==> src/hdl/phy_mgmt_pkg.sv <==
`default_nettype none

package phy_mgmt_pkg;

    // ------------------------------------------------------------
    // Vector types with a meaning of their own
    // ------------------------------------------------------------
    typedef logic [7:0]  wb_addr_t;       // Wishbone word address
    typedef logic [31:0] wb_data_t;       // Wishbone data word
    typedef logic [31:0] mdio_cmd_t;      // ST OP PHYAD REGAD TA DATA, sent from bit 31
    typedef logic [15:0] mdio_data_t;     // PHY register value
    typedef logic [4:0]  phy_reg_addr_t;  // Clause 22 register address
    typedef logic [7:0]  rx_byte_t;       // Captured receive byte
    typedef logic [3:0]  rx_nibble_t;     // MII receive nibble

    // ------------------------------------------------------------
    // Register map
    // ------------------------------------------------------------
    // Addresses with bit 7 clear read the capture buffer
    localparam wb_addr_t ADDR_MDIO_CMD   = 8'h80;  // Write starts a frame, read gives status
    localparam wb_addr_t ADDR_RX_RESTART = 8'h81;  // Write restarts capture, read gives count

    // ------------------------------------------------------------
    // Command word fields
    // ------------------------------------------------------------
    localparam logic [1:0] OP_READ = 2'b10;   // Clause 22 read opcode

    localparam int OP_LSB    = 28;            // OP in bits 29:28
    localparam int REGAD_LSB = 18;            // REGAD in bits 22:18
    localparam int TA_MSB    = 17;            // TA in bits 17:16, data below

endpackage

`default_nettype wire

==> src/hdl/phy_reg_slave.sv <==
`timescale 1ns/1ns
`default_nettype none

module phy_reg_slave #(
    parameter int RX_DEPTH = 64                       // Capture buffer size, 128 at most
) (
    input  logic                        RxClk,
    input  logic                        rst,
    // Wishbone classic slave
    input  logic                        wb_cyc,
    input  logic                        wb_stb,
    input  logic                        wb_we,
    input  phy_mgmt_pkg::wb_addr_t      wb_adr,
    input  phy_mgmt_pkg::wb_data_t      wb_dat_w,
    output phy_mgmt_pkg::wb_data_t      wb_dat_r,
    output logic                        wb_ack,
    // MDIO master
    output logic                        cmd_start,
    output phy_mgmt_pkg::mdio_cmd_t     cmd_word,
    input  logic                        busy,
    input  phy_mgmt_pkg::mdio_data_t    rd_data,
    input  phy_mgmt_pkg::phy_reg_addr_t rd_reg,
    // Receive capture
    output logic                        cap_restart,
    output logic [$clog2(RX_DEPTH)-1:0] buf_addr,
    input  phy_mgmt_pkg::rx_byte_t      buf_byte,
    input  logic [$clog2(RX_DEPTH)-1:0] cap_count
);

    localparam int AW = $clog2(RX_DEPTH);

    logic                   access;   // New cycle, ack not yet given
    phy_mgmt_pkg::wb_data_t rd_mux;

    assign access   = wb_cyc && wb_stb && !wb_ack;
    assign buf_addr = wb_adr[AW-1:0];   // Upper buffer addresses alias

    // ------------------------------------------------------------
    // Read data select
    // ------------------------------------------------------------
    always_comb begin
        rd_mux = '0;                                       // Unused addresses read zero
        if (!wb_adr[7])
            rd_mux[7:0] = buf_byte;
        else if (wb_adr == phy_mgmt_pkg::ADDR_MDIO_CMD)
            rd_mux = {busy, 10'd0, rd_reg, rd_data};
        else if (wb_adr == phy_mgmt_pkg::ADDR_RX_RESTART)
            rd_mux[AW-1:0] = cap_count;
    end

    // ------------------------------------------------------------
    // Ack and command strobes
    // ------------------------------------------------------------
    always_ff @(posedge RxClk) begin
        if (rst) begin
            wb_ack      <= 1'b0;
            cmd_start   <= 1'b0;
            cap_restart <= 1'b0;
        end else begin
            wb_ack      <= access;                         // Single-cycle ack
            cmd_start   <= access && wb_we && (wb_adr == phy_mgmt_pkg::ADDR_MDIO_CMD);
            cap_restart <= access && wb_we && (wb_adr == phy_mgmt_pkg::ADDR_RX_RESTART);
        end
    end

    // Read data and command word, both valid together with ack
    always_ff @(posedge RxClk) begin
        if (access) begin
            wb_dat_r <= rd_mux;
            cmd_word <= wb_dat_w;
        end
    end

endmodule

`default_nettype wire

==> config.mk <==
export PLATFORM = sky130hd
export DESIGN_NAME = phy_reg_slave
export DESIGN_NICKNAME = d
export VERILOG_FILES = /design/src/hdl/phy_mgmt_pkg.sv /design/src/hdl/phy_reg_slave.sv
export SDC_FILE = /design/constraint.sdc
export NUM_CORES = 1
export LEC_CHECK = 0
export ABC_CLOCK_PERIOD_IN_PS = 9800
export BUFFER_PORTS_ARGS = -buffer_cell sky130_fd_sc_hd__buf_2
export CORE_ASPECT_RATIO = 1.75
export CORE_MARGIN = 2
export CORE_UTILIZATION = 35
export DETAILED_ROUTE_END_ITERATION = 6
export PLACE_DENSITY = 0.72
export SYNTH_ARGS = -nofsm -noshare
export SYNTH_HDL_FRONTEND = slang
export SYNTH_SLANG_ARGS = --single-unit
export TNS_END_PERCENT = 20
==> constraint.sdc <==
create_clock -name RxClk -period 9.8 [get_ports RxClk]
set_input_delay 1.47 -clock RxClk [delete_from_list [all_inputs] [get_ports RxClk]]
set_output_delay 1.47 -clock RxClk [all_outputs]
set_load 0.02 [all_outputs]
Word level (Yosys, flattened, before mapping)
Index checks and enable logic that the tools add are counted.
{"block": "word_totals", "reg_bits": 67, "in_bits": 81}
{"block": "op_classes", "n_eq_ne": 2, "mux": 4, "reduce_logical": 7}
{"operator": "equality test 8 bit, second input constant", "count": 2}
{"operator": "2-to-1 mux 6 bit", "count": 2}
{"operator": "2-to-1 mux 8 bit", "count": 1}
{"operator": "logical AND 1 bit", "count": 5}
{"operator": "2-to-1 mux 2 bit", "count": 1}
{"operator": "AND reduction 2 bit", "count": 1}
{"operator": "logical NOT 1 bit", "count": 1}

Depth between registers and ports, before layout
{"block": "depth", "depth_word": 4, "mapped_depth": 5, "depth_no_buf": 3}

Worst setup path before layout
No wires, ideal clock.
{"block": "synth_timing", "path_type": "input-to-reg", "startpoint": "in wb_cyc", "endpoint": "reg cmd_word[0] (enable)", "arrival_time_ns": 3.803, "t_required_ns": 9.334, "slack_ns": 5.530, "stages": 2, "path_cell_list": "nand2_1 nor2_1"}
{"block": "synth_via", "elab_chain_cells": 2}
{"item": "start: declaration", "line_no": "phy_reg_slave.sv:10", "rtl": "input logic wb_cyc,"}
{"item": "logical AND 1 bit (2 in a row)", "line_no": "phy_reg_slave.sv:35", "rtl": "assign access = wb_cyc && wb_stb && !wb_ack;"}
{"item": "via access", "line_no": "phy_reg_slave.sv:32", "rtl": "logic access;"}
{"item": "end signal: assignment", "line_no": "phy_reg_slave.sv:70", "rtl": "cmd_word <= wb_dat_w;"}
{"item": "end: declaration", "line_no": "phy_reg_slave.sv:19", "rtl": "output phy_mgmt_pkg::mdio_cmd_t cmd_word,"}
The timed path passes the listed nets, and every way through them passes these cells.
A chain may end at the register's enable or synchronous reset.

Worst setup path in the final report
{"block": "layout_timing", "startpoint": "in wb_adr[0]", "endpoint": "out buf_addr[0]"}
{"item": "start: declaration", "line_no": "phy_reg_slave.sv:13", "rtl": "input phy_mgmt_pkg::wb_addr_t wb_adr,"}
{"item": "end: declaration", "line_no": "phy_reg_slave.sv:25", "rtl": "output logic [$clog2(RX_DEPTH)-1:0] buf_addr,"}
No word-level cell between the ends.

==> results.json <==
{
  "cts_setup_buffers": 0,
  "ys_ff_latch": 57,
  "setup_tns_ns": 0,
  "total_power_mw": 0.518,
  "antenna_found_initial": 0,
  "vias": 1497,
  "wl_per_cell_um": 13.6,
  "worst-setup-path-type": "input port to primary output",
  "yosysWarnings": 0,
  "required_ns": 8.33,
  "cp_num_buf_inv": 2,
  "cp-end-kind": "primary output",
  "final_cell_mix": "buf_2 (143), edfxtp_1 (54), and2_1 (14)",
  "insertion_delay_ns": 0.33,
  "grt_pass1_vias": 1431,
  "avgSynthCellArea_um2": 18.2,
  "path_clk_slew_ns": 0.06,
  "netlist_instances": 116,
  "cts_inserted_buffers": 9,
  "die_area_um2": 6690,
  "crit_chain": "buf_2 > buf_2",
  "cts_max_level": 3,
  "hold_path_depth": 1,
  "finalSetupViolCount": 0,
  "multi_input_area_um2": 332,
  "period_share_pct": 34.3,
  "hp-start": "wb_ack$_SDFF_PP0_",
  "fmax_ghz": 0.297,
  "ctsHoldBuffers": 0,
  "critPathMaxStageDelay_ns": 0.21,
  "finalHoldViolCount": 0,
  "drive_above_1_share_pct": 60.2,
  "core_um2": 5830,
  "hpwl_mm": 3.73,
  "ir_worst_vdd_v": 0.0000964,
  "cpMaxStageDelayCell": "buf_2",
  "die_h_um": 107,
  "port_buffers": 143,
  "die_x_um": 62.7,
  "worstReg2RegStart": "wb_ack$_SDFF_PP0_",
  "ys_types": 20,
  "cp-start-kind": "input port",
  "routed_wl_mm": 4.68,
  "drc": 0,
  "fin_nets": 342,
  "drt_iter0_markers": 53,
  "syn_area_um2": 2110,
  "cts_max_path_buffers": 2,
  "skew_ns": 0.00867,
  "seqCellArea_um2": 1680,
  "fin_crit_ns": 3.36,
  "final_max_slew_viol_count": 0,
  "antenna_left": 0,
  "fillers": 527,
  "grt_max_degree": 42,
  "dpl_worst_slack_ns": 6.44,
  "area_growth_pct": 42.3,
  "start_util_pct": 36.2,
  "post_cts_resized": 0,
  "layout_setup_ws_ns": 6.44,
  "cp_max_fo": 9,
  "grt_usage_pct": 14.4,
  "cts_tree": "yes",
  "final_common_cell": "buf_2",
  "io_pins": 154,
  "avgViaCountPerCell": 4.35,
  "cts_sinks": 57,
  "gp_congestion": 0.781,
  "power_density_nw_per_um2": 173,
  "grt.overflow.total": 0,
  "worst_path_dominant_cell_family": "buffers and inverters",
  "placed_cell_area_um2": 2840,
  "grt_pass1_wl_mm": 6.89,
  "r2r_cells": 2,
  "antenna_cells": 0,
  "status": "complete, no violations",
  "min_path_type": "flip-flop to flip-flop",
  "ff2ff_setup_slack_ns": 8.19,
  "hold_path_end": "wb_ack$_SDFF_PP0_",
  "cp.arrival_ns": 1.89,
  "rsz0062_at_grt": "false",
  "root_buffer": "clkbuf_8",
  "final_area_um2": 3000,
  "drtPass1Iterations": 4,
  "maxCapViolCount": 0,
  "fp-row-count": 37,
  "crit_path_frequent_cell": "buf_2",
  "power.leakage_nw": 1.33,
  "ys_seq_area_share_pct": 79.7,
  "r2r_end": "wb_dat_r[10]$_SDFFCE_PN0P_",
  "hold_ws_ns": 0.546
}
## per-stage QoR
step,instances,util (%)
2_1_floorplan,125,-
3_3_place_gp,328,48.6
3_5_place_dp,328,48.6
4_1_cts,344,51.5
5_1_grt,344,51.5
6_report,344,51.5
## layout make-up
type	count	share of cell area (%)
clock buffer	13	4.96
clock inverter	3	0.583
inverter	1	0.125
multi-input combinational	48	11.0
sequential	57	56.0
tap	78	3.25
timing repair buffer	144	24.1
## where the power goes
group,switching [mW],internal (mW)
registers,0.00235,0.278
clock network,0.0847,0.0978
logic,0.0338,0.0215
total,0.121,0.397
## routing by layer
metal  share of wire (%)  global-route usage (%)
met4                 2.8                    10.0
met5                   0                       0
met3                  11                    5.46
met2                  53                    24.0
met1                  33                    14.8
## cells in the mapped netlist
cell type	n	area share (%)
and2_1	14	4.1
buf_4	16	5.7
o2bb2ai_1	6	2.5
or4b_4	1	0.65
buf_2	2	0.47
dfxtp_1	3	2.8
inv_1	1	0.18
edfxtp_1	54	77
nor2_2	1	0.30
nor3_1	1	0.24
and4_1	1	0.42
mux2i_1	6	2.8
nand2_1	1	0.18
conb_1	1	0.18
and3_1	1	0.30
nor2_1	1	0.18
clkbuf_2	1	0.24
or4_1	2	0.71
nor4_1	1	0.30
a22o_1	2	0.83
## kinds of logic (layout without fill, tap and decap cells)
logic type	count (synthesis)	after routing	share of synthesized area, %
buffers and inverters	20	161	6.58
other	1	10	0.178
AOI/OAI and AO/OA	8	8	3.32
DFF	57	57	79.7
muxes	6	6	2.85
and+or+nand+nor	24	24	7.41
## worst max path at each step
stage | startpoint | to | slack [ns] | depth (start not counted)
floorplan | wb_cyc | cmd_word[0]$_DFFE_PP_ | 5.53 | 2
global placement | wb_adr[0] | buf_addr[0] | 6.45 | 2
detailed placement | wb_adr[0] | buf_addr[0] | 6.44 | 2
CTS | wb_adr[0] | buf_addr[0] | 6.44 | 2
global route | wb_adr[0] | buf_addr[0] | 6.41 | 2
finish | wb_adr[0] | buf_addr[0] | 6.44 | 2
## sequential cells by signal, summed over array words and instances, names as in the netlist
signal / flops
cap_restart: 1
wb_ack: 1
cmd_start: 1
cmd_word: 32
wb_dat_r: 22
No activity file was read; power rests on OpenSTA's default activity.
