**src/hdl/phy_mgmt_pkg.sv**
```systemverilog
`default_nettype none

package phy_mgmt_pkg;

    // ------------------------------------------------------------
    // Vector types with a meaning of their own
    // ------------------------------------------------------------
    typedef logic [7:0]  wb_addr_t;       // Wishbone word address
    typedef logic [31:0] wb_data_t;       // Wishbone data word
    typedef logic [31:0] mdio_cmd_t;      // ST OP PHYAD REGAD TA DATA, sent from bit 31
    typedef logic [15:0] mdio_data_t;     // PHY register value
    typedef logic [4:0]  phy_reg_addr_t;  // Clause 22 register address
    typedef logic [7:0]  rx_byte_t;       // Captured receive byte
    typedef logic [3:0]  rx_nibble_t;     // MII receive nibble

    // ------------------------------------------------------------
    // Register map
    // ------------------------------------------------------------
    // Addresses with bit 7 clear read the capture buffer
    localparam wb_addr_t ADDR_MDIO_CMD   = 8'h80;  // Write starts a frame, read gives status
    localparam wb_addr_t ADDR_RX_RESTART = 8'h81;  // Write restarts capture, read gives count

    // ------------------------------------------------------------
    // Command word fields
    // ------------------------------------------------------------
    localparam logic [1:0] OP_READ = 2'b10;   // Clause 22 read opcode

    localparam int OP_LSB    = 28;            // OP in bits 29:28
    localparam int REGAD_LSB = 18;            // REGAD in bits 22:18
    localparam int TA_MSB    = 17;            // TA in bits 17:16, data below

endpackage

`default_nettype wire

```
**src/hdl/rx_capture.sv**
```systemverilog
`timescale 1ns/1ns
`default_nettype none

module rx_capture #(
    parameter int RX_DEPTH = 64                          // Buffer bytes, power of two
) (
    input  logic                             RxClk,
    input  logic                             rst,
    input  logic                             rx_valid,
    input  phy_mgmt_pkg::rx_nibble_t         rx_data,
    input  logic                             cap_restart,  // One-cycle restart pulse
    input  logic [$clog2(RX_DEPTH)-1:0]      buf_addr,
    output phy_mgmt_pkg::rx_byte_t           buf_byte,
    output logic [$clog2(RX_DEPTH)-1:0]      cap_count
);

    localparam int AW = $clog2(RX_DEPTH);

    localparam logic [AW-1:0] PTR_STOP = AW'(RX_DEPTH - 1);  // Last location stays unused

    phy_mgmt_pkg::rx_byte_t     rx_mem [RX_DEPTH];
    logic [AW-1:0]              wr_ptr;
    logic                       hi_phase;   // Next nibble is the high half
    phy_mgmt_pkg::rx_nibble_t   lo_nibble;  // First nibble of the byte
    logic                       take;
    logic                       byte_we;

    // Nibbles count only while there is room and no restart
    assign take    = rx_valid && (wr_ptr != PTR_STOP) && !cap_restart;
    assign byte_we = take && hi_phase;

    // ------------------------------------------------------------
    // Nibble phase and write pointer
    // ------------------------------------------------------------
    always_ff @(posedge RxClk) begin
        if (rst || cap_restart) begin
            wr_ptr   <= '0;
            hi_phase <= 1'b0;
        end else if (take) begin
            hi_phase <= ~hi_phase;
            if (hi_phase)
                wr_ptr <= wr_ptr + AW'(1);    // Byte complete
        end
    end

    // Low nibble holding register
    always_ff @(posedge RxClk) begin
        if (take && !hi_phase)
            lo_nibble <= rx_data;
    end

    // ------------------------------------------------------------
    // Capture buffer
    // ------------------------------------------------------------
    always_ff @(posedge RxClk) begin
        if (byte_we)
            rx_mem[wr_ptr] <= {rx_data, lo_nibble};  // High nibble arrives second
    end

    assign buf_byte  = rx_mem[buf_addr];  // Asynchronous read port
    assign cap_count = wr_ptr;            // Bytes stored so far

endmodule

`default_nettype wire

```
**config.mk**
```make
export PLATFORM = sky130hd
export DESIGN_NAME = rx_capture
export DESIGN_NICKNAME = d
export VERILOG_FILES = /design/src/hdl/phy_mgmt_pkg.sv /design/src/hdl/rx_capture.sv
export SDC_FILE = /design/constraint.sdc
export NUM_CORES = 1
export LEC_CHECK = 0
export ABC_AREA = 1
export BUFFER_PORTS_ARGS = -buffer_cell sky130_fd_sc_hd__buf_4
export CAP_MARGIN = 40
export CORE_MARGIN = 2
export CORE_UTILIZATION = 63
export DETAILED_ROUTE_END_ITERATION = 10
export GPL_TIMING_DRIVEN = 0
export PLACE_DENSITY = 0.85
export SLEW_MARGIN = 10
export SYNTH_ARGS = -nofsm -noshare
export SYNTH_HDL_FRONTEND = slang
export SYNTH_SLANG_ARGS = --single-unit
```
**constraint.sdc**
```tcl
create_clock -name RxClk -period 3.1 [get_ports RxClk]
set_input_delay 0.93 -clock RxClk [delete_from_list [all_inputs] [get_ports RxClk]]
set_output_delay 0.93 -clock RxClk [all_outputs]
set_load 0.005 [all_outputs]
```
After elaboration in Yosys (flattened, before gate mapping)
Memories as Yosys holds them, arrays and structs flattened.
Index checks and enable logic that the tools add are counted.

cells by class
  $add $sub $neg = 1
  equal/unequal tests = 1
  multiplexer cells = 2
  bitwise logic cells = 1
  reductions and logical operators = 8

operator list
  kind                                           count
  adder 6 x 1 -> 6 bit (second input constant)   1
  inequality test 6 bit (second input constant)  1
  logical AND 1 bit                              4
  logical NOT 1 bit                              2
  two-way mux 1 bit                              2
  AND reduction 2 bit                            1
  logical OR 1 bit                               1
  NOT 1 bit                                      1

storage, ports and cells
  register bits = 11
  RAM bits = 512
  input bits = 14
  output and inout port bits = 14
  memories kept = 1

memory list
  name    depth  bits a word  rd ports  clocked after Yosys merged registers in  wr ports  line              source
  rx_mem  64     8            1         0                                        1         rx_capture.sv:21  phy_mgmt_pkg::rx_byte_t rx_mem [RX_DEPTH];

Longest topological paths before layout
  depth after elaboration = 6
  gate-level depth with buffers = 12
  depth with buffers taken out = 10

Worst setup path before layout
Ideal clock, no wire load.

  path kind = in2out
  start point = input buf_addr[0]
  end point = output buf_byte[5]
  arrival time = 1.945 ns
  data required time = 2.170 ns
  slack = 0.225 ns
  stages on the path = 12
  buffers on the path = 3
  cell sequence = buf_2 -> inv_2 -> buf_2 -> buf_4 -> nand2_1 -> nand3_1 -> nand3_1 -> nand2_1 -> nand2_1 -> nand3_1 -> nand3_1 -> nand2_1

on the way
  longest elaborated chain between the ends = 1

RTL lines
  item                      line              source
  start, declared           rx_capture.sv:12  input logic [$clog2(RX_DEPTH)-1:0] buf_addr,
  memory read (64 x 8 bit)  n/a
  end, declared             rx_capture.sv:13  output phy_mgmt_pkg::rx_byte_t buf_byte,

No other way between the ends.

Worst setup path in the final report
  start point = input buf_addr[0]
  end point = output buf_byte[3]

The elaborated chain is that of the path after synthesis.

==> run metrics <==
post-DP HPWL 41.93 mm; core area 33530 sq um; post-synthesis adder-cell area fraction 0.0005832; #FFs+latches synth 523; fin crit period 3438 ps; worst reg-to-reg path cell count 9; r2r endpoint rx_mem[48][0]$_DFFE_PP_; CP Depth 12; non-filler cells, final 2430; via count 16033; Setup crit start buf_addr[0]; reg-to-reg critical path startpoint cap_count[1]$_SDFFE_PP0P_; fin crit share 1.109; run status complete, but fails checks; die area 35550 sq um; row count 67; CP endpoint buf_byte[3]; setup slack after layout -338.5 ps; Tightest Pin Transition 1006 ps; Worst Setup End Kind output port; placed insts 2333; vias in the first global route 15087; max_cap viols 0; Cell Area, Placed 22470 sq um; Clock Skew 14.60 ps; clock sinks 523; DRC marker count from the first detailed-route iteration 3037; Top delay family on crit path simple AND/OR/NAND/NOR gates; # setup viols final 8; Simple-Gate Fraction of Synth Area 0.2390; post-synthesis compound-gate area fraction 0.002391; ys flop type edfxtp_1; global-route wire length before repair 93.56 mm; cts bufs inserted 49; worst skew pair latency 560 ps; Horiz. Die Dim 188.5 um; synth unique cells 28; warnings from Yosys 0; clock tree buffer depth 3; Synth area leader edfxtp_1; largest stage delay on the critical path 220 ps; WL/cell 26.64 um; Root Buffer clkbuf_16; failing checks setup timing; Syn Nets 1859; f_max 290.8 MHz; grt total ovfl 0; Leakage 9.155 nW; GPL Wtd Cong 0.9935; largest net degree at the start of global routing 66; Netlist Area Pre-Place 21460 sq um; Crit-path slowest cell buf_4; asr flop ratio synth 0; CTS clk-pin slew, worst paths 60 ps; mux share of post-synthesis cell area 0; drt total wl 64.73 mm; H-Tree Depth 2; Commonest cells post-synth nand2_1 (658), edfxtp_1 (516), nand3_1 (437); Area Overhead vs Synth 16.61%; CTS Hold Bufs 0; vias per cell 6.598; worst reg-to-reg setup slack 220 ps; XOR/XNOR share of the synthesized area 0; Initial Utilization 0.6399; Antenna Nets Post-Route 0; final hold violations 0; worst hold path class reg2reg; post-route cell area 25020 sq um; RSZ-0062 raised after global routing true; CTS tree yes; WS Path Type in2out; top cells by area, synth edfxtp_1 (72%), nand2_1 (12%), nand3_1 (10%); top-area cell type share of the netlist area 0.7222; height of the die 188.5 um; max-slew violation count 0; num ports 28; Data required, critical path 2170 ps; number of flops mapped to enable cells by yosys 516; Max-slew headroom 0.3266; initial antenna violation count 4; CP cell instances buf_6, buf_12, buf_4, nand2_1, nand3_1, nand3_1, nand2_1, nand2_1, nand3_1, nand3_2, nand2_2, buf_4; CP Launch Type input port; Final nets 1956; pre-CTS WS -951.7 ps; Seq/Total Area, Yosys 0.7287; largest family of logic cells by synthesized area simple AND/OR/NAND/NOR gates; Mapped Cells 1844; count leader, synth nand2_1; DRC viols 0; Arrival @ worst endpoint 2510 ps; pwr dens 594.2 nW/um^2; I/O Buffers 23; VDD IR max 450.1 uV; buffers and inverters on the worst path 4; share of cells above drive strength 1 0.1551; Overall Global Routing Usage 0.3629; syn_area_per_cell 11.64 sq um; First-pass DRT Iterations 7; CP max FO 10
## stage by stage
step	hold slack, ps	utilization	total power, mW	TNS (ps)
6_report	511.7	0.7462	14.87	-2545
3_5_place_dp	514.0	0.6700	8.810	-7789
4_1_cts	522.5	0.7390	14.73	-1849
2_1_floorplan	459.4	-	8.393	0
5_1_grt	555.6	0.7459	15.09	-2668
3_3_place_gp	471.3	0.6617	8.762	-8665
## repair_timing
item | CTS | global route
setup endpoints to repair | 8 | 8
cloned | 1 | 1
buffers inserted | 0 | 0
gates resized for setup | 225 | 48
pin swaps | 8 | 7
## worst min-delay path by stage
stage                     startpoint                    end  slack, ps  cells past startpoint
4_1_cts        hi_phase$_SDFFE_PP0N_  hi_phase$_SDFFE_PP0N_        520                      2
3_5_place_dp   hi_phase$_SDFFE_PP0N_  hi_phase$_SDFFE_PP0N_        510                      2
5_1_grt        hi_phase$_SDFFE_PP0N_  hi_phase$_SDFFE_PP0N_        560                      2
6_report       hi_phase$_SDFFE_PP0N_  hi_phase$_SDFFE_PP0N_        510                      2
2_1_floorplan  hi_phase$_SDFFE_PP0N_  hi_phase$_SDFFE_PP0N_        460                      2
3_3_place_gp   hi_phase$_SDFFE_PP0N_  hi_phase$_SDFFE_PP0N_        470                      2
## where the power goes
group          internal [mW]  switching, mW  total [mW]  leakage, nW
sequential              7.75         0.0117        7.76         4.69
clock                   3.45           2.55        6.00        0.776
combinational          0.342          0.761        1.10         3.69
total                   11.5           3.32        14.9         9.16
## state kept, by name, summed over array words and instances (netlist names)
register,cells
cap_count,6
hi_phase,1
lo_nibble,4
rx_mem,512
## cell usage in the layout (no fill, tap or decap), types with 15 or more instances in the layout
| master | n |
|---|---|
| buf_8 | 16 |
| clkbuf_1 | 22 |
| nand2_1 | 645 |
| buf_6 | 35 |
| nand3_2 | 55 |
| nor2_1 | 67 |
| nand3_1 | 384 |
| edfxtp_1 | 516 |
| clkbuf_16 | 52 |
| nand2_2 | 15 |
| buf_4 | 58 |
## metal layers
metal / vias up / global-route usage / share of wire
met5: - / 0.002747 / 0.00036
met4: 4 / 0.1466 / 0.057
met3: 294 / 0.1054 / 0.16
met2: 1507 / 0.5611 / 0.45
met1: 7576 / 0.4909 / 0.34
li1: 6652 / - / -
## final cells by class
type | count | area [sq um]
flip-flops and latches | 523 | 15640
inverters | 19 | 106.4
clock buffers | 70 | 1388
fillers | 1961 | 8512
plain buffers | 111 | 1099
diodes | 3 | 7.507
repair buffers | 46 | 520.5
multi-input cells | 1191 | 5499
clock inverters | 19 | 205.2
well taps | 448 | 560.5
## worst register-to-register path, delay by kind of cell (launching register included)
family,cells,cell delay (ps)
and+or+nand+nor,6,1540
DFF,1,440
adders and majority gates,1,270
buffers and inverters,2,240
## cell families (layout without fill, tap and decap cells)
family | count (synthesis) | in the layout
AO/OA/AOI/OAI | 10 | 10
adder cells (fa/ha/maj) | 1 | 1
buffers and inverters | 130 | 265
flip-flops | 523 | 523
other | 0 | 3
AND/OR/NAND/NOR | 1180 | 1180
No activity file was read; power rests on OpenSTA's default activity.
