**src/hdl/phy_mgmt_pkg.sv**
```systemverilog
`default_nettype none

package phy_mgmt_pkg;

    // ------------------------------------------------------------
    // Vector types with a meaning of their own
    // ------------------------------------------------------------
    typedef logic [7:0]  wb_addr_t;       // Wishbone word address
    typedef logic [31:0] wb_data_t;       // Wishbone data word
    typedef logic [31:0] mdio_cmd_t;      // ST OP PHYAD REGAD TA DATA, sent from bit 31
    typedef logic [15:0] mdio_data_t;     // PHY register value
    typedef logic [4:0]  phy_reg_addr_t;  // Clause 22 register address
    typedef logic [7:0]  rx_byte_t;       // Captured receive byte
    typedef logic [3:0]  rx_nibble_t;     // MII receive nibble

    // ------------------------------------------------------------
    // Register map
    // ------------------------------------------------------------
    // Addresses with bit 7 clear read the capture buffer
    localparam wb_addr_t ADDR_MDIO_CMD   = 8'h80;  // Write starts a frame, read gives status
    localparam wb_addr_t ADDR_RX_RESTART = 8'h81;  // Write restarts capture, read gives count

    // ------------------------------------------------------------
    // Command word fields
    // ------------------------------------------------------------
    localparam logic [1:0] OP_READ = 2'b10;   // Clause 22 read opcode

    localparam int OP_LSB    = 28;            // OP in bits 29:28
    localparam int REGAD_LSB = 18;            // REGAD in bits 22:18
    localparam int TA_MSB    = 17;            // TA in bits 17:16, data below

endpackage

`default_nettype wire

```
**src/hdl/mdio_master.sv**
```systemverilog
`timescale 1ns/1ns
`default_nettype none

module mdio_master #(
    parameter int MDC_HALF = 8                          // MDC half period in clocks, 2 or more
) (
    input  logic                        RxClk,
    input  logic                        rst,
    input  logic                        cmd_start,      // One-cycle start request
    input  phy_mgmt_pkg::mdio_cmd_t     cmd_word,
    input  logic                        mdio_in,        // Line level seen at the pin
    output logic                        mdio_out,
    output logic                        mdio_oe,
    output logic                        mdc,
    output logic                        busy,
    output phy_mgmt_pkg::mdio_data_t    rd_data,
    output phy_mgmt_pkg::phy_reg_addr_t rd_reg
);

    localparam int PH_W = $clog2(2 * MDC_HALF);

    localparam logic [PH_W-1:0] PH_DRIVE = PH_W'(1);                 // Just after MDC falls
    localparam logic [PH_W-1:0] PH_RISE  = PH_W'(MDC_HALF - 1);      // MDC rises at next edge
    localparam logic [PH_W-1:0] PH_LAST  = PH_W'(2 * MDC_HALF - 1);  // MDC falls at next edge

    // Bit positions inside the 32-bit command half of the frame
    localparam logic [4:0] RD_CMD_LAST = 5'(30 - phy_mgmt_pkg::TA_MSB);  // Last REGAD bit
    localparam logic [4:0] TA_LAST     = 5'(32 - phy_mgmt_pkg::TA_MSB);  // Second TA bit
    localparam logic [4:0] BIT_LAST    = 5'd31;

    typedef enum logic [2:0] {
        ST_IDLE,
        ST_PREAMBLE,
        ST_DATA,
        ST_TURNAROUND,
        ST_READ
    } mdio_state_t;

    mdio_state_t             state;
    logic [PH_W-1:0]         phase;     // Position inside one MDC period
    logic [4:0]              bit_cnt;   // Bit within preamble or command half
    logic                    rd_op;     // Current frame is a read
    logic                    bit_end;
    phy_mgmt_pkg::mdio_cmd_t tx_shift;  // Command bits, MSB goes out first

    assign bit_end = (phase == PH_LAST);
    assign busy    = (state != ST_IDLE);

    // ------------------------------------------------------------
    // MDC divider and bit counter
    // ------------------------------------------------------------
    always_ff @(posedge RxClk) begin
        if (rst || state == ST_IDLE) begin
            phase   <= '0;
            bit_cnt <= '0;
            mdc     <= 1'b0;
        end else begin
            phase <= bit_end ? '0 : phase + PH_W'(1);
            if (bit_end)
                bit_cnt <= bit_cnt + 5'd1;       // Wraps to 0 after the preamble
            if (phase == PH_RISE)
                mdc <= 1'b1;
            else if (bit_end)
                mdc <= 1'b0;
        end
    end

    // ------------------------------------------------------------
    // Frame sequencer
    // ------------------------------------------------------------
    always_ff @(posedge RxClk) begin
        if (rst) begin
            state    <= ST_IDLE;
            rd_op    <= 1'b0;
            mdio_out <= 1'b0;
            mdio_oe  <= 1'b0;
        end else begin
            case (state)
                ST_IDLE: begin
                    if (cmd_start) begin                 // Ignored while busy
                        state    <= ST_PREAMBLE;
                        rd_op    <= (cmd_word[phy_mgmt_pkg::OP_LSB +: 2] == phy_mgmt_pkg::OP_READ);
                        mdio_out <= 1'b1;                // Preamble of ones
                        mdio_oe  <= 1'b1;
                    end
                end
                ST_PREAMBLE: begin
                    if (bit_end && bit_cnt == BIT_LAST)
                        state <= ST_DATA;
                end
                ST_DATA: begin
                    if (phase == PH_DRIVE)
                        mdio_out <= tx_shift[31];        // New bit after MDC falls
                    if (bit_end && rd_op && bit_cnt == RD_CMD_LAST) begin
                        state    <= ST_TURNAROUND;       // PHY owns the line from here
                        mdio_out <= 1'b0;
                        mdio_oe  <= 1'b0;
                    end else if (bit_end && bit_cnt == BIT_LAST) begin
                        state    <= ST_IDLE;
                        mdio_out <= 1'b0;
                        mdio_oe  <= 1'b0;
                    end
                end
                ST_TURNAROUND: begin
                    if (bit_end && bit_cnt == TA_LAST)
                        state <= ST_READ;
                end
                ST_READ: begin
                    if (bit_end && bit_cnt == BIT_LAST)
                        state <= ST_IDLE;
                end
                default: state <= ST_IDLE;
            endcase
        end
    end

    // Command shifter, loaded on the accepted start
    always_ff @(posedge RxClk) begin
        if (state == ST_IDLE && cmd_start)
            tx_shift <= cmd_word;
        else if (state == ST_DATA && phase == PH_DRIVE)
            tx_shift <= {tx_shift[30:0], 1'b0};
    end

    // ------------------------------------------------------------
    // Read data capture
    // ------------------------------------------------------------
    always_ff @(posedge RxClk) begin
        if (rst) begin
            rd_data <= '0;
            rd_reg  <= '0;
        end else begin
            if (state == ST_IDLE && cmd_start &&
                cmd_word[phy_mgmt_pkg::OP_LSB +: 2] == phy_mgmt_pkg::OP_READ)
                rd_reg <= cmd_word[phy_mgmt_pkg::REGAD_LSB +: 5];
            if (state == ST_READ && phase == PH_RISE)
                rd_data <= {rd_data[14:0], mdio_in};  // Sampled before MDC rises
        end
    end

endmodule

`default_nettype wire

```
**config.mk**
```make
export PLATFORM = sky130hd
export DESIGN_NAME = mdio_master
export DESIGN_NICKNAME = d
export VERILOG_FILES = /design/src/hdl/phy_mgmt_pkg.sv /design/src/hdl/mdio_master.sv
export SDC_FILE = /design/constraint.sdc
export NUM_CORES = 1
export LEC_CHECK = 0
export BUFFER_PORTS_ARGS = -buffer_cell sky130_fd_sc_hd__buf_2
export CAP_MARGIN = 5
export CORE_ASPECT_RATIO = 1.75
export CORE_MARGIN = 2
export CORE_UTILIZATION = 54
export DETAILED_ROUTE_END_ITERATION = 16
export GPL_ROUTABILITY_DRIVEN = 1
export GPL_TIMING_DRIVEN = 0
export HOLD_SLACK_MARGIN = 0.12
export MAX_ROUTING_LAYER = met4
export PLACE_DENSITY_LB_ADDON = 0.3
export RECOVER_POWER = 50
export SLEW_MARGIN = 20
export SYNTH_ARGS = -nofsm -noshare
export SYNTH_HDL_FRONTEND = slang
export SYNTH_SLANG_ARGS = --single-unit
```
**constraint.sdc**
```tcl
create_clock -name RxClk -period 3.5 [get_ports RxClk]
set_clock_uncertainty 0.2 [all_clocks]
set_input_delay 0.7 -clock RxClk [delete_from_list [all_inputs] [get_ports RxClk]]
set_output_delay 0.7 -clock RxClk [all_outputs]
set_load 0.01 [all_outputs]
```
Word-level counts from Yosys, hierarchy flattened:

Cells that the tools add are included.

* register bits after elaboration: 69
* latch bits: 0
* bits in writable memories: 0
* bits in read-only memories: 0
* bits of input ports: 36
* memories kept: 0

* $add $sub $neg: 2
* multipliers: 0
* div/mod/pow operators: 0
* magnitude comparators: 0
* equality and inequality tests: 16
* shift-type cells: 0
* multiplexer cells: 18
* bitwise operators: 0
* reductions and logical operators: 19

Operators by type and width (number)
* 32-bit two-way mux: 2
* 3-bit two-way mux: 5
* 3-bit case mux with 5 select lines: 1
* 5-bit by 4-bit equality test with 1-bit output (second input constant): 2
* 3-bit AND reduction: 3
* 1-bit logical AND: 8
* 1-bit two-way mux: 8
* 3-bit by 2-bit equality test with 1-bit output (second input constant): 2
* 2-bit inequality test (second input constant): 3
* 2-bit nonzero test: 3
* 5-bit by 1-bit adder with 5-bit output (second input constant): 1
* 5-bit equality test (second input constant): 1
* 4-bit by 1-bit adder with 4-bit output (second input constant): 1
* 4-bit by 1-bit equality test with 1-bit output (second input constant): 1
* 4-bit by 3-bit equality test with 1-bit output (second input constant): 1
* 4-bit equality test (second input constant): 1
* 4-bit inequality test (second input constant): 1
* 1-bit case mux with 2 select lines: 2
* 3-bit by 1-bit equality test with 1-bit output (second input constant): 1
* 3-bit equality test (second input constant): 1
* 3-bit logical NOT: 1
* 3-bit inequality test (second input constant): 1
* 3-bit nonzero test: 1
* 2-bit equality test (second input constant): 1
* other kinds (3): 3

Longest topological paths before layout:

Gate-level depths: netlist of run 1.

* depth in word-level cells: 5
* gate-level depth with buffers: 7

Worst setup path after synthesis of run 1:

No wires, ideal clock.

* path type: input to register
* from: input cmd_start
* to: register tx_shift[0] (enable)
* library setup time: 0.389 ns
* data arrival time: 2.124 ns
* data required time: 2.911 ns
* slack: 0.786 ns
* cell stages on the path: 4
* path buffers: 2
* path through: or4b_4 buf_6 buf_6 nand2_1

* word-level cells in the longest chain between the ends: 2

Ends and longest elaborated chain
* start, declared: line mdio_master.sv:9 `input logic cmd_start,`
* 1-bit logical AND: line mdio_master.sv:119 `if (state == ST_IDLE && cmd_start)`
* 2-bit nonzero test (no line)
* end signal, assigned: line mdio_master.sv:120 `tx_shift <= cmd_word;`
* end signal, assigned: line mdio_master.sv:122 `tx_shift <= {tx_shift[30:0], 1'b0};`
* end, declared: line mdio_master.sv:44 `phy_mgmt_pkg::mdio_cmd_t tx_shift;`

Every way passes these cells.
A chain may end at the register's enable or synchronous reset.

Worst setup path after layout of run 1:

* from: register state[1]
* to: register tx_shift[21] (data pin)

* word-level cells in the longest chain between the ends: 3

Ends and longest elaborated chain
* start, declared: line mdio_master.sv:39 `mdio_state_t state;`
* start signal, assigned: line mdio_master.sv:73 `state <= ST_IDLE;`
* start signal, assigned: line mdio_master.sv:81 `state <= ST_PREAMBLE;`
* start signal, assigned: line mdio_master.sv:89 `state <= ST_DATA;`
* 3-bit logical NOT: line mdio_master.sv:119
* 1-bit logical AND: line mdio_master.sv:119
* 32-bit two-way mux: line mdio_master.sv:119

Every way passes these cells.

==> results of run 1 <==
-- cells by family (layout without fill, tap and decap cells) --
group / after synthesis / after routing / share of synthesized area
mux: 2 / 2 / 0.007028
xor+xnor: 4 / 4 / 0.01158
buf+inv: 29 / 103 / 0.05043
flops: 69 / 69 / 0.5622
simple gates: 158 / 158 / 0.2385
compound gates: 58 / 58 / 0.1054
fa+ha+maj: 6 / 6 / 0.02480
-- metal layers --
| metal | vias up | part of all wire |
|---|---|---|
| li1 | 1262 | - |
| met1 | 1179 | 0.39 |
| met2 | 71 | 0.54 |
| met3 | 11 | 0.048 |
| met4 | 0 | 0.019 |
| met5 | - | 0 |
-- worst min path at each step --
stage,from,endpoint,slack [ns],cells after the start
4_1_cts,rd_op,rd_op,0.28,2
6_report,rd_op,rd_op,0.27,2
2_1_floorplan,rd_op,rd_op,0.23,2
5_1_grt,rd_data[13],rd_data[14],0.30,2
3_5_place_dp,rd_data[6],rd_data[7],0.27,2
3_3_place_gp,rd_op,rd_op,0.26,2
-- cell usage in the layout (no fill, tap or decap), drive strengths merged, types with 6 or more instances in the layout --
| cell | netlist | layout |
|---|---|---|
| dfxtp | 37 | 37 |
| nor2 | 9 | 9 |
| nand2 | 97 | 97 |
| o21ai | 22 | 22 |
| nand3 | 27 | 27 |
| a21oi | 27 | 27 |
| edfxtp | 32 | 32 |
| clkbuf | 9 | 50 |
| buf | 15 | 47 |
| ha | 6 | 6 |
-- worst max-delay path: stages, from the launching register on --
cell	delay, ns
dfxtp_1	0.32
clkbuf_1	0.20
nor4b_1	0.78
clkbuf_1	0.42
buf_2	0.30
nand2_1	0.10
nand2_1	0.07
-- metrics by stage --
| step | area [um^2] | setup slack (ns) | total power, uW | instances | utilization |
|---|---|---|---|---|---|
| global placement | 3417 | 0.3722 | 1054 | 461 | 0.6218 |
| detailed placement | 3420 | 0.7921 | 1058 | 461 | 0.6223 |
| global route | 3575 | 0.7157 | 1769 | 476 | 0.6505 |
| finish | 3575 | 0.9803 | 1713 | 476 | 0.6505 |
| floorplan | 3027 | 0.7860 | 1005 | 326 | - |
| CTS | 3623 | 1.087 | 1722 | 476 | 0.6594 |
-- layout make-up --
type / count / area, um^2 / area share
multi-input cells: 228 / 1160 / 0.3245
clock buffers: 14 / 173.9 / 0.04865
flip-flops and latches: 69 / 1702 / 0.4760
clock inverters: 1 / 30.03 / 0.008400
plain buffers: 24 / 130.1 / 0.03640
inverters: 5 / 18.77 / 0.005250
well taps: 76 / 95.09 / 0.02660
repair buffers: 59 / 265.3 / 0.07420
-- power by group through the flow --
stage	clock network, uW	registers (uW)	logic [uW]
6_report	677	898	138
5_1_grt	709	901	158
4_1_cts	680	898	143
3_5_place_dp	0	916	142
3_3_place_gp	0	916	138
2_1_floorplan	0	915	89.7
==> impl_metrics.json, run 1 <==
{
  "route.detailed.drc": 0,
  "r2r_cells": 6,
  "met1_usage": 0.2394,
  "combPwrFrac": 0.081,
  "postSynthCellCount": 326,
  "end_kind": "register",
  "gp_congestion": 0.8568,
  "io_buffers": 59,
  "synth_cell_type_count": 40,
  "ys_ff_latch": 69,
  "clock.fmax_mhz": 396.9,
  "hp-class": "register to register",
  "gr-usage-all-layers": 0.2244,
  "netlist_top_cells_area": "edfxtp_1, dfxtp_1, nand2_1, a21oi_1, nand3_1",
  "status": "completed",
  "grt_use_met2": 0.3772,
  "critPathArrivalTime_ns": 2.54,
  "fin_nets": 438,
  "cts.sinks": 69,
  "largest_register_ffs": 32,
  "antenna_found_initial": 0,
  "cts_tree": "done",
  "grt_max_degree": 33,
  "synth.most_common_cell": "nand2_1",
  "vias": 2523,
  "cts_hold_buf": 0,
  "post_cts_buffers": 0,
  "p_seq_frac": 0.524,
  "fin_crit_sh": 0.7199,
  "cp-startpoint": "state[1]",
  "post_cts_resized": 0,
  "die-height_um": 103.0,
  "crit_path_max_fanout": 10,
  "wl_mm": 6.413,
  "met3_usage": 0.05772,
  "tightest_slew_ns": 0.8374,
  "rows": 36,
  "dieWidth_um": 60.60,
  "worst_r2r_endpoint": "tx_shift[21]",
  "dieArea_mm2": 0.006244,
  "async_flop_share": 0,
  "p_int_uw": 1329,
  "drv_slew": 0,
  "pin_count": 61,
  "drtAntennaViolNets": 0,
  "top_register": "tx_shift",
  "synthTopCellsByCount": "nand2_1, dfxtp_1, edfxtp_1",
  "viasPerCell": 5.300,
  "worstPathRequired_ns": 3.52,
  "initial_core_util": 0.5508,
  "cts.clk_slew.worst_paths_ns": 0.07,
  "syn_nets": 368,
  "critical_path_class": "register to register",
  "maxCapViolCount": 0,
  "drt_iter0_markers": 103,
  "overflow": 0,
  "reg_top3": "tx_shift (32), rd_data (16)",
  "setup_viol": 0,
  "gr-max-usage-layer": "met2",
  "rsz0062_at_grt": "no",
  "syn_area_per_cell_um2": 9.284,
  "n_fill_cell": 501,
  "num_antenna_cells": 0,
  "max_slew_margin": 0.4339,
  "critPathCapture": "tx_shift[21]",
  "synth_area_leader_cell": "edfxtp_1",
  "area_delta_synth_final_pct": 18.11,
  "wl_per_cell_um": 13.47,
  "clock_path_buffers": 2,
  "p_switching_uw": 384.3,
  "core_mm2": 0.005495,
  "startpoint_type": "register",
  "r2r_start": "state[1]",
  "reg2reg_slack_ns": 0.98,
  "grt_pass1_wl_mm": 10.12,
  "synth_edf_count": 32,
  "hold_violations": 0,
  "synth_area_mm2": 0.003027,
  "ys.flop_type": "dfxtp_1",
  "synth_top_area_frac": 0.3175,
  "cts_inserted_buffers": 9,
  "leakage_uw": 0.001456,
  "pwr_density_cell_mw_per_mm2": 479.3,
  "cts_htree_levels": 3,
  "synth_seq_area_share": 0.5622,
  "hpwl_mm": 4.599,
  "root_buffer": "clkbuf_8",
  "max-vdd-ir-drop_mv": 0.4081,
  "drive_gt1_frac": 0.1600,
  "grt_pass1_vias": 2293,
  "setup_tns_ns": 0,
  "clkLatencyLatePin_ns": 0.34,
  "firstDrtPassIters": 4,
  "ys.warnings.count": 0,
  "p_clk_frac": 0.395,
  "p_sw_frac": 0.2243,
  "fin_crit_ns": 2.520,
  "whs_ns": 0.2746
}
Power figures use the tool's default switching activity.
==> inputs of run 2 (changes only) <==
clock period = 2.6 ns   (was 3.5 ns; I/O delays follow)
==> impl_metrics.json, run 2 (synthesis results as in run 1) <==
{
  "layout_common_cells": "nand2_1, buf_2, clkbuf_1, dfxtp_1, edfxtp_1",
  "cts.clk_slew.worst_paths_ns": 0.07,
  "cpPeakStageDelay_ns": 0.54,
  "crit_path_cell_trace": "buf_6 -> or4b_4 -> buf_6 -> buf_6 -> nand2_2",
  "status": "completed",
  "multi_input_area_mm2": 0.001175,
  "p_clk_frac": 0.394,
  "io_buffers": 59,
  "core_mm2": 0.005495,
  "setup_tns_ns": 0,
  "grt_max_degree": 33,
  "root_buffer": "clkbuf_8",
  "antenna_found_initial": 0,
  "max_slew_margin": 0.5145,
  "end_kind": "register",
  "slowest_stage": "or4b_4",
  "initial_core_util": 0.5508,
  "fin_area_mm2": 0.003590,
  "dieWidth_um": 60.60,
  "startpoint_type": "register",
  "clock_path_buffers": 2,
  "pwr_density_cell_mw_per_mm2": 643.0,
  "top_register": "tx_shift",
  "hpwl_mm": 4.599,
  "clock.fmax_mhz": 416.5,
  "critical_path_class": "register to register",
  "cts.sinks": 69,
  "max-vdd-ir-drop_mv": 0.5509,
  "largest_register_ffs": 32,
  "num_antenna_cells": 0,
  "p_int_uw": 1790,
  "critPathArrivalTime_ns": 2.18,
  "cts_hold_buf": 0,
  "layout_commonest_cell": "nand2_1",
  "drv_slew": 0,
  "p_total_uw": 2308,
  "p_seq_frac": 0.524,
  "rsz0062_at_grt": "no",
  "fin_nets": 438,
  "post_cts_buffers": 0,
  "overflow": 0,
  "wl_mm": 6.427,
  "drt_iter0_markers": 90,
  "dieArea_mm2": 0.006244,
  "regArea_mm2": 0.001702,
  "cts_htree_levels": 3,
  "grt_pass1_wl_mm": 10.12,
  "drtAntennaViolNets": 0,
  "wl_per_cell_um": 13.50,
  "p_sw_frac": 0.2243,
  "die-height_um": 103.0,
  "reg_top3": "tx_shift (32), rd_data (16)",
  "hp-class": "input port to register",
  "tightest_slew_ns": 0.7257,
  "gp_congestion": 0.8568,
  "firstDrtPassIters": 4,
  "layout_setup_ws_ns": 0.1991,
  "maxCapViolCount": 0,
  "dpl_cell_area_mm2": 0.003420,
  "place_ws_ns": 0.07207,
  "n_fill_cell": 503,
  "fin_crit_ns": 2.401,
  "rows": 36,
  "crit_path_max_fanout": 32,
  "fin_crit_sh": 0.9234,
  "viasPerCell": 5.277,
  "grt_pass1_vias": 2293,
  "whs_ns": 0.2237,
  "cts_inserted_buffers": 9,
  "combPwrFrac": 0.082,
  "vias": 2512,
  "setup_viol": 0,
  "clkLatencyLatePin_ns": 0.35,
  "post_cts_resized": 0,
  "hold_violations": 0,
  "route.detailed.drc": 0,
  "pin_count": 61,
  "crit_top_cell": "buf_6",
  "area_delta_synth_final_pct": 18.60,
  "leakage_uw": 0.001463,
  "gr-usage-all-layers": 0.2244,
  "cts_tree": "done",
  "p_switching_uw": 517.7,
  "worstPathRequired_ns": 2.38,
  "drive_gt1_frac": 0.1625
}
run 2: routing by layer:
metal | global-route usage | share of wire
met1 | 0.2394 | 0.40
met2 | 0.3772 | 0.54
met3 | 0.05772 | 0.044
met4 | 0.1070 | 0.021
met5 | - | 0
run 2: power by group through the flow:
stage / logic (uW) / registers [uW] / clock network [uW]
finish: 188 / 1210 / 910
global route: 214 / 1210 / 955
CTS: 192 / 1210 / 916
detailed placement: 191 / 1230 / 0
global placement: 186 / 1230 / 0
floorplan: 121 / 1230 / 0
run 2: path summary, 6_finish.rpt:
kind / start / end / slack (ns) / cells past startpoint
min reg2reg: rd_op / rd_op / 0.27 / 2
max reg2reg: state[0] / tx_shift[22] / 0.20 / 5
max: state[0] / tx_shift[22] / 0.20 / 5
min: cmd_word[10] / tx_shift[10] / 0.22 / 3
run 2: cell type report:
type,count,area share
Sequential cell,69,0.4740
Multi-Input combinational cell,228,0.3273
Timing Repair Buffer,59,0.07389
Clock buffer,14,0.04845
Buffer,24,0.03625
Tap cell,76,0.02649
Clock inverter,1,0.008365
Inverter,5,0.005228
run 2: worst max-delay path, delay by kind of cell (launching register included):
kind	cells	cell delay (ns)
simple gates	2	1.08
buf+inv	3	0.43
flops	1	0.31
run 2: stage by stage:
stage                 util  cells
floorplan                -    326
global placement    0.6218    461
detailed placement  0.6223    461
CTS                 0.6594    476
global route        0.6532    476
finish              0.6532    476
==> inputs of run 3 (changes only) <==
==> constraint.sdc (replaced) <==
create_clock -name RxClk -period 2.6 [get_ports RxClk]
set_clock_uncertainty 0.2 [all_clocks]
set_input_delay 0.13 -clock RxClk [delete_from_list [all_inputs] [get_ports RxClk]]
set_output_delay 0.13 -clock RxClk [all_outputs]
set_load 0.01 [all_outputs]
==> impl_metrics.json, run 3 (synthesis results as in run 1) <==
{
  "fin_nets": 478,
  "grt_use_met2": 0.4467,
  "firstDrtPassIters": 4,
  "post_cts_resized": 0,
  "clock_path_buffers": 2,
  "layout_commonest_cell": "nand2_1",
  "grt_pass1_vias": 2616,
  "setup_viol": 0,
  "reg2reg_slack_ns": 0.20,
  "end_kind": "register",
  "largest_register_ffs": 32,
  "dieArea_mm2": 0.006244,
  "max_slew_margin": 0.5115,
  "overflow": 0,
  "vias": 2750,
  "cts_inserted_buffers": 9,
  "clock.fmax_mhz": 416.5,
  "critPathCapture": "tx_shift[22]",
  "top_register": "tx_shift",
  "gp_congestion": 0.8568,
  "crit_path_max_fanout": 32,
  "gr-max-usage-layer": "met2",
  "p_total_uw": 2364,
  "status": "completed",
  "max-vdd-ir-drop_mv": 0.5470,
  "fin_crit_ns": 2.401,
  "grt_max_degree": 33,
  "met1_usage": 0.2529,
  "leakage_uw": 0.001617,
  "r2r_cells": 5,
  "whs_ns": 0.2731,
  "tightest_slew_ns": 0.7301,
  "reg_top3": "tx_shift (32), rd_data (16)",
  "hp-class": "register to register",
  "hold_violations": 0,
  "initial_core_util": 0.5508,
  "met3_usage": 0.05772,
  "pwr_density_cell_mw_per_mm2": 592.5,
  "cts_htree_levels": 3,
  "fin_util": 0.7261,
  "antenna_found_initial": 0,
  "io_buffers": 59,
  "pin_count": 61,
  "rows": 36,
  "wl_mm": 7.343,
  "worst_r2r_endpoint": "tx_shift[22]",
  "critPathArrivalTime_ns": 2.18,
  "viasPerCell": 5.329,
  "cts_tree": "done",
  "drtAntennaViolNets": 0,
  "rsz0062_at_grt": "no",
  "root_buffer": "clkbuf_8",
  "clkLatencyLatePin_ns": 0.34,
  "cts.sinks": 69,
  "grt_pass1_wl_mm": 11.32,
  "dpl_cell_area_mm2": 0.003420,
  "fin_crit_sh": 0.9234,
  "num_antenna_cells": 0,
  "maxCapViolCount": 0,
  "min_from": "rd_op",
  "cts.clk_slew.worst_paths_ns": 0.07,
  "setup_tns_ns": 0,
  "dieWidth_um": 60.60,
  "core_mm2": 0.005495,
  "wl_per_cell_um": 14.23,
  "critical_path_class": "register to register",
  "gr-usage-all-layers": 0.2520,
  "drt_iter0_markers": 120,
  "drv_slew": 0,
  "route.detailed.drc": 0,
  "fin_area_mm2": 0.003990,
  "hpwl_mm": 4.599,
  "startpoint_type": "register",
  "drive_gt1_frac": 0.1477,
  "die-height_um": 103.0,
  "cp-startpoint": "state[0]",
  "r2r_start": "state[0]",
  "area_delta_synth_final_pct": 31.83,
  "layout_common_cells": "nand2_1, buf_2, dlygate4sd3_1, clkbuf_1, dfxtp_1",
  "worstPathRequired_ns": 2.37
}
run 3: stage by stage:
stage / setup slack [ns] / cells
CTS: 0.1868 / 516
detailed placement: 0.1983 / 461
global route: 0.09833 / 516
floorplan: 0.08566 / 326
global placement: -0.2188 / 461
finish: 0.1993 / 516
run 3: power by group:
| group | switching [uW] | leakage, uW | total, uW | internal (uW) |
|---|---|---|---|---|
| sequential | 15.4 | 0.000607 | 1210 | 1190 |
| clock | 390 | 0.000102 | 914 | 524 |
| combinational | 132 | 0.000908 | 240 | 108 |
run 3: layout make-up:
cell class                 instances  area (um^2)
multi-input combinational        228         1175
clock buffer                      14        173.9
buffer                            24        131.4
inverter                           5        18.77
timing repair buffer              99        664.4
clock inverter                     1        30.03
fill                             430         1505
sequential                        69         1702
tap                               76        95.09
run 3: metal layers:
metal / share of wire / vias to the layer above
li1: - / 1342
met2: 0.55 / 90
met3: 0.043 / 12
met4: 0.017 / 0
met1: 0.39 / 1306
met5: 0 / -
run 3: timing repair:
| action | CTS | global route |
|---|---|---|
| endpoints found under the hold margin | 44 | 0 |
| setup buffers | 0 | 0 |
| hold buffers | 40 | 0 |
run 3: critical path, cell delays in order, from the launching register on:
cell     delay, ns
dfxtp_1       0.31
buf_6         0.13
or4b_4        0.54
buf_6         0.16
buf_6         0.14
nand2_2       0.54
run 3: worst min-delay path by stage:
stage                   end  slack, ns  depth (start not counted)
2_1_floorplan    rd_data[0]       0.08                          2
3_3_place_gp   tx_shift[13]       0.19                          3
3_5_place_dp    tx_shift[2]       0.20                          3
4_1_cts               rd_op       0.28                          2
5_1_grt         rd_data[14]       0.30                          2
6_report              rd_op       0.27                          2
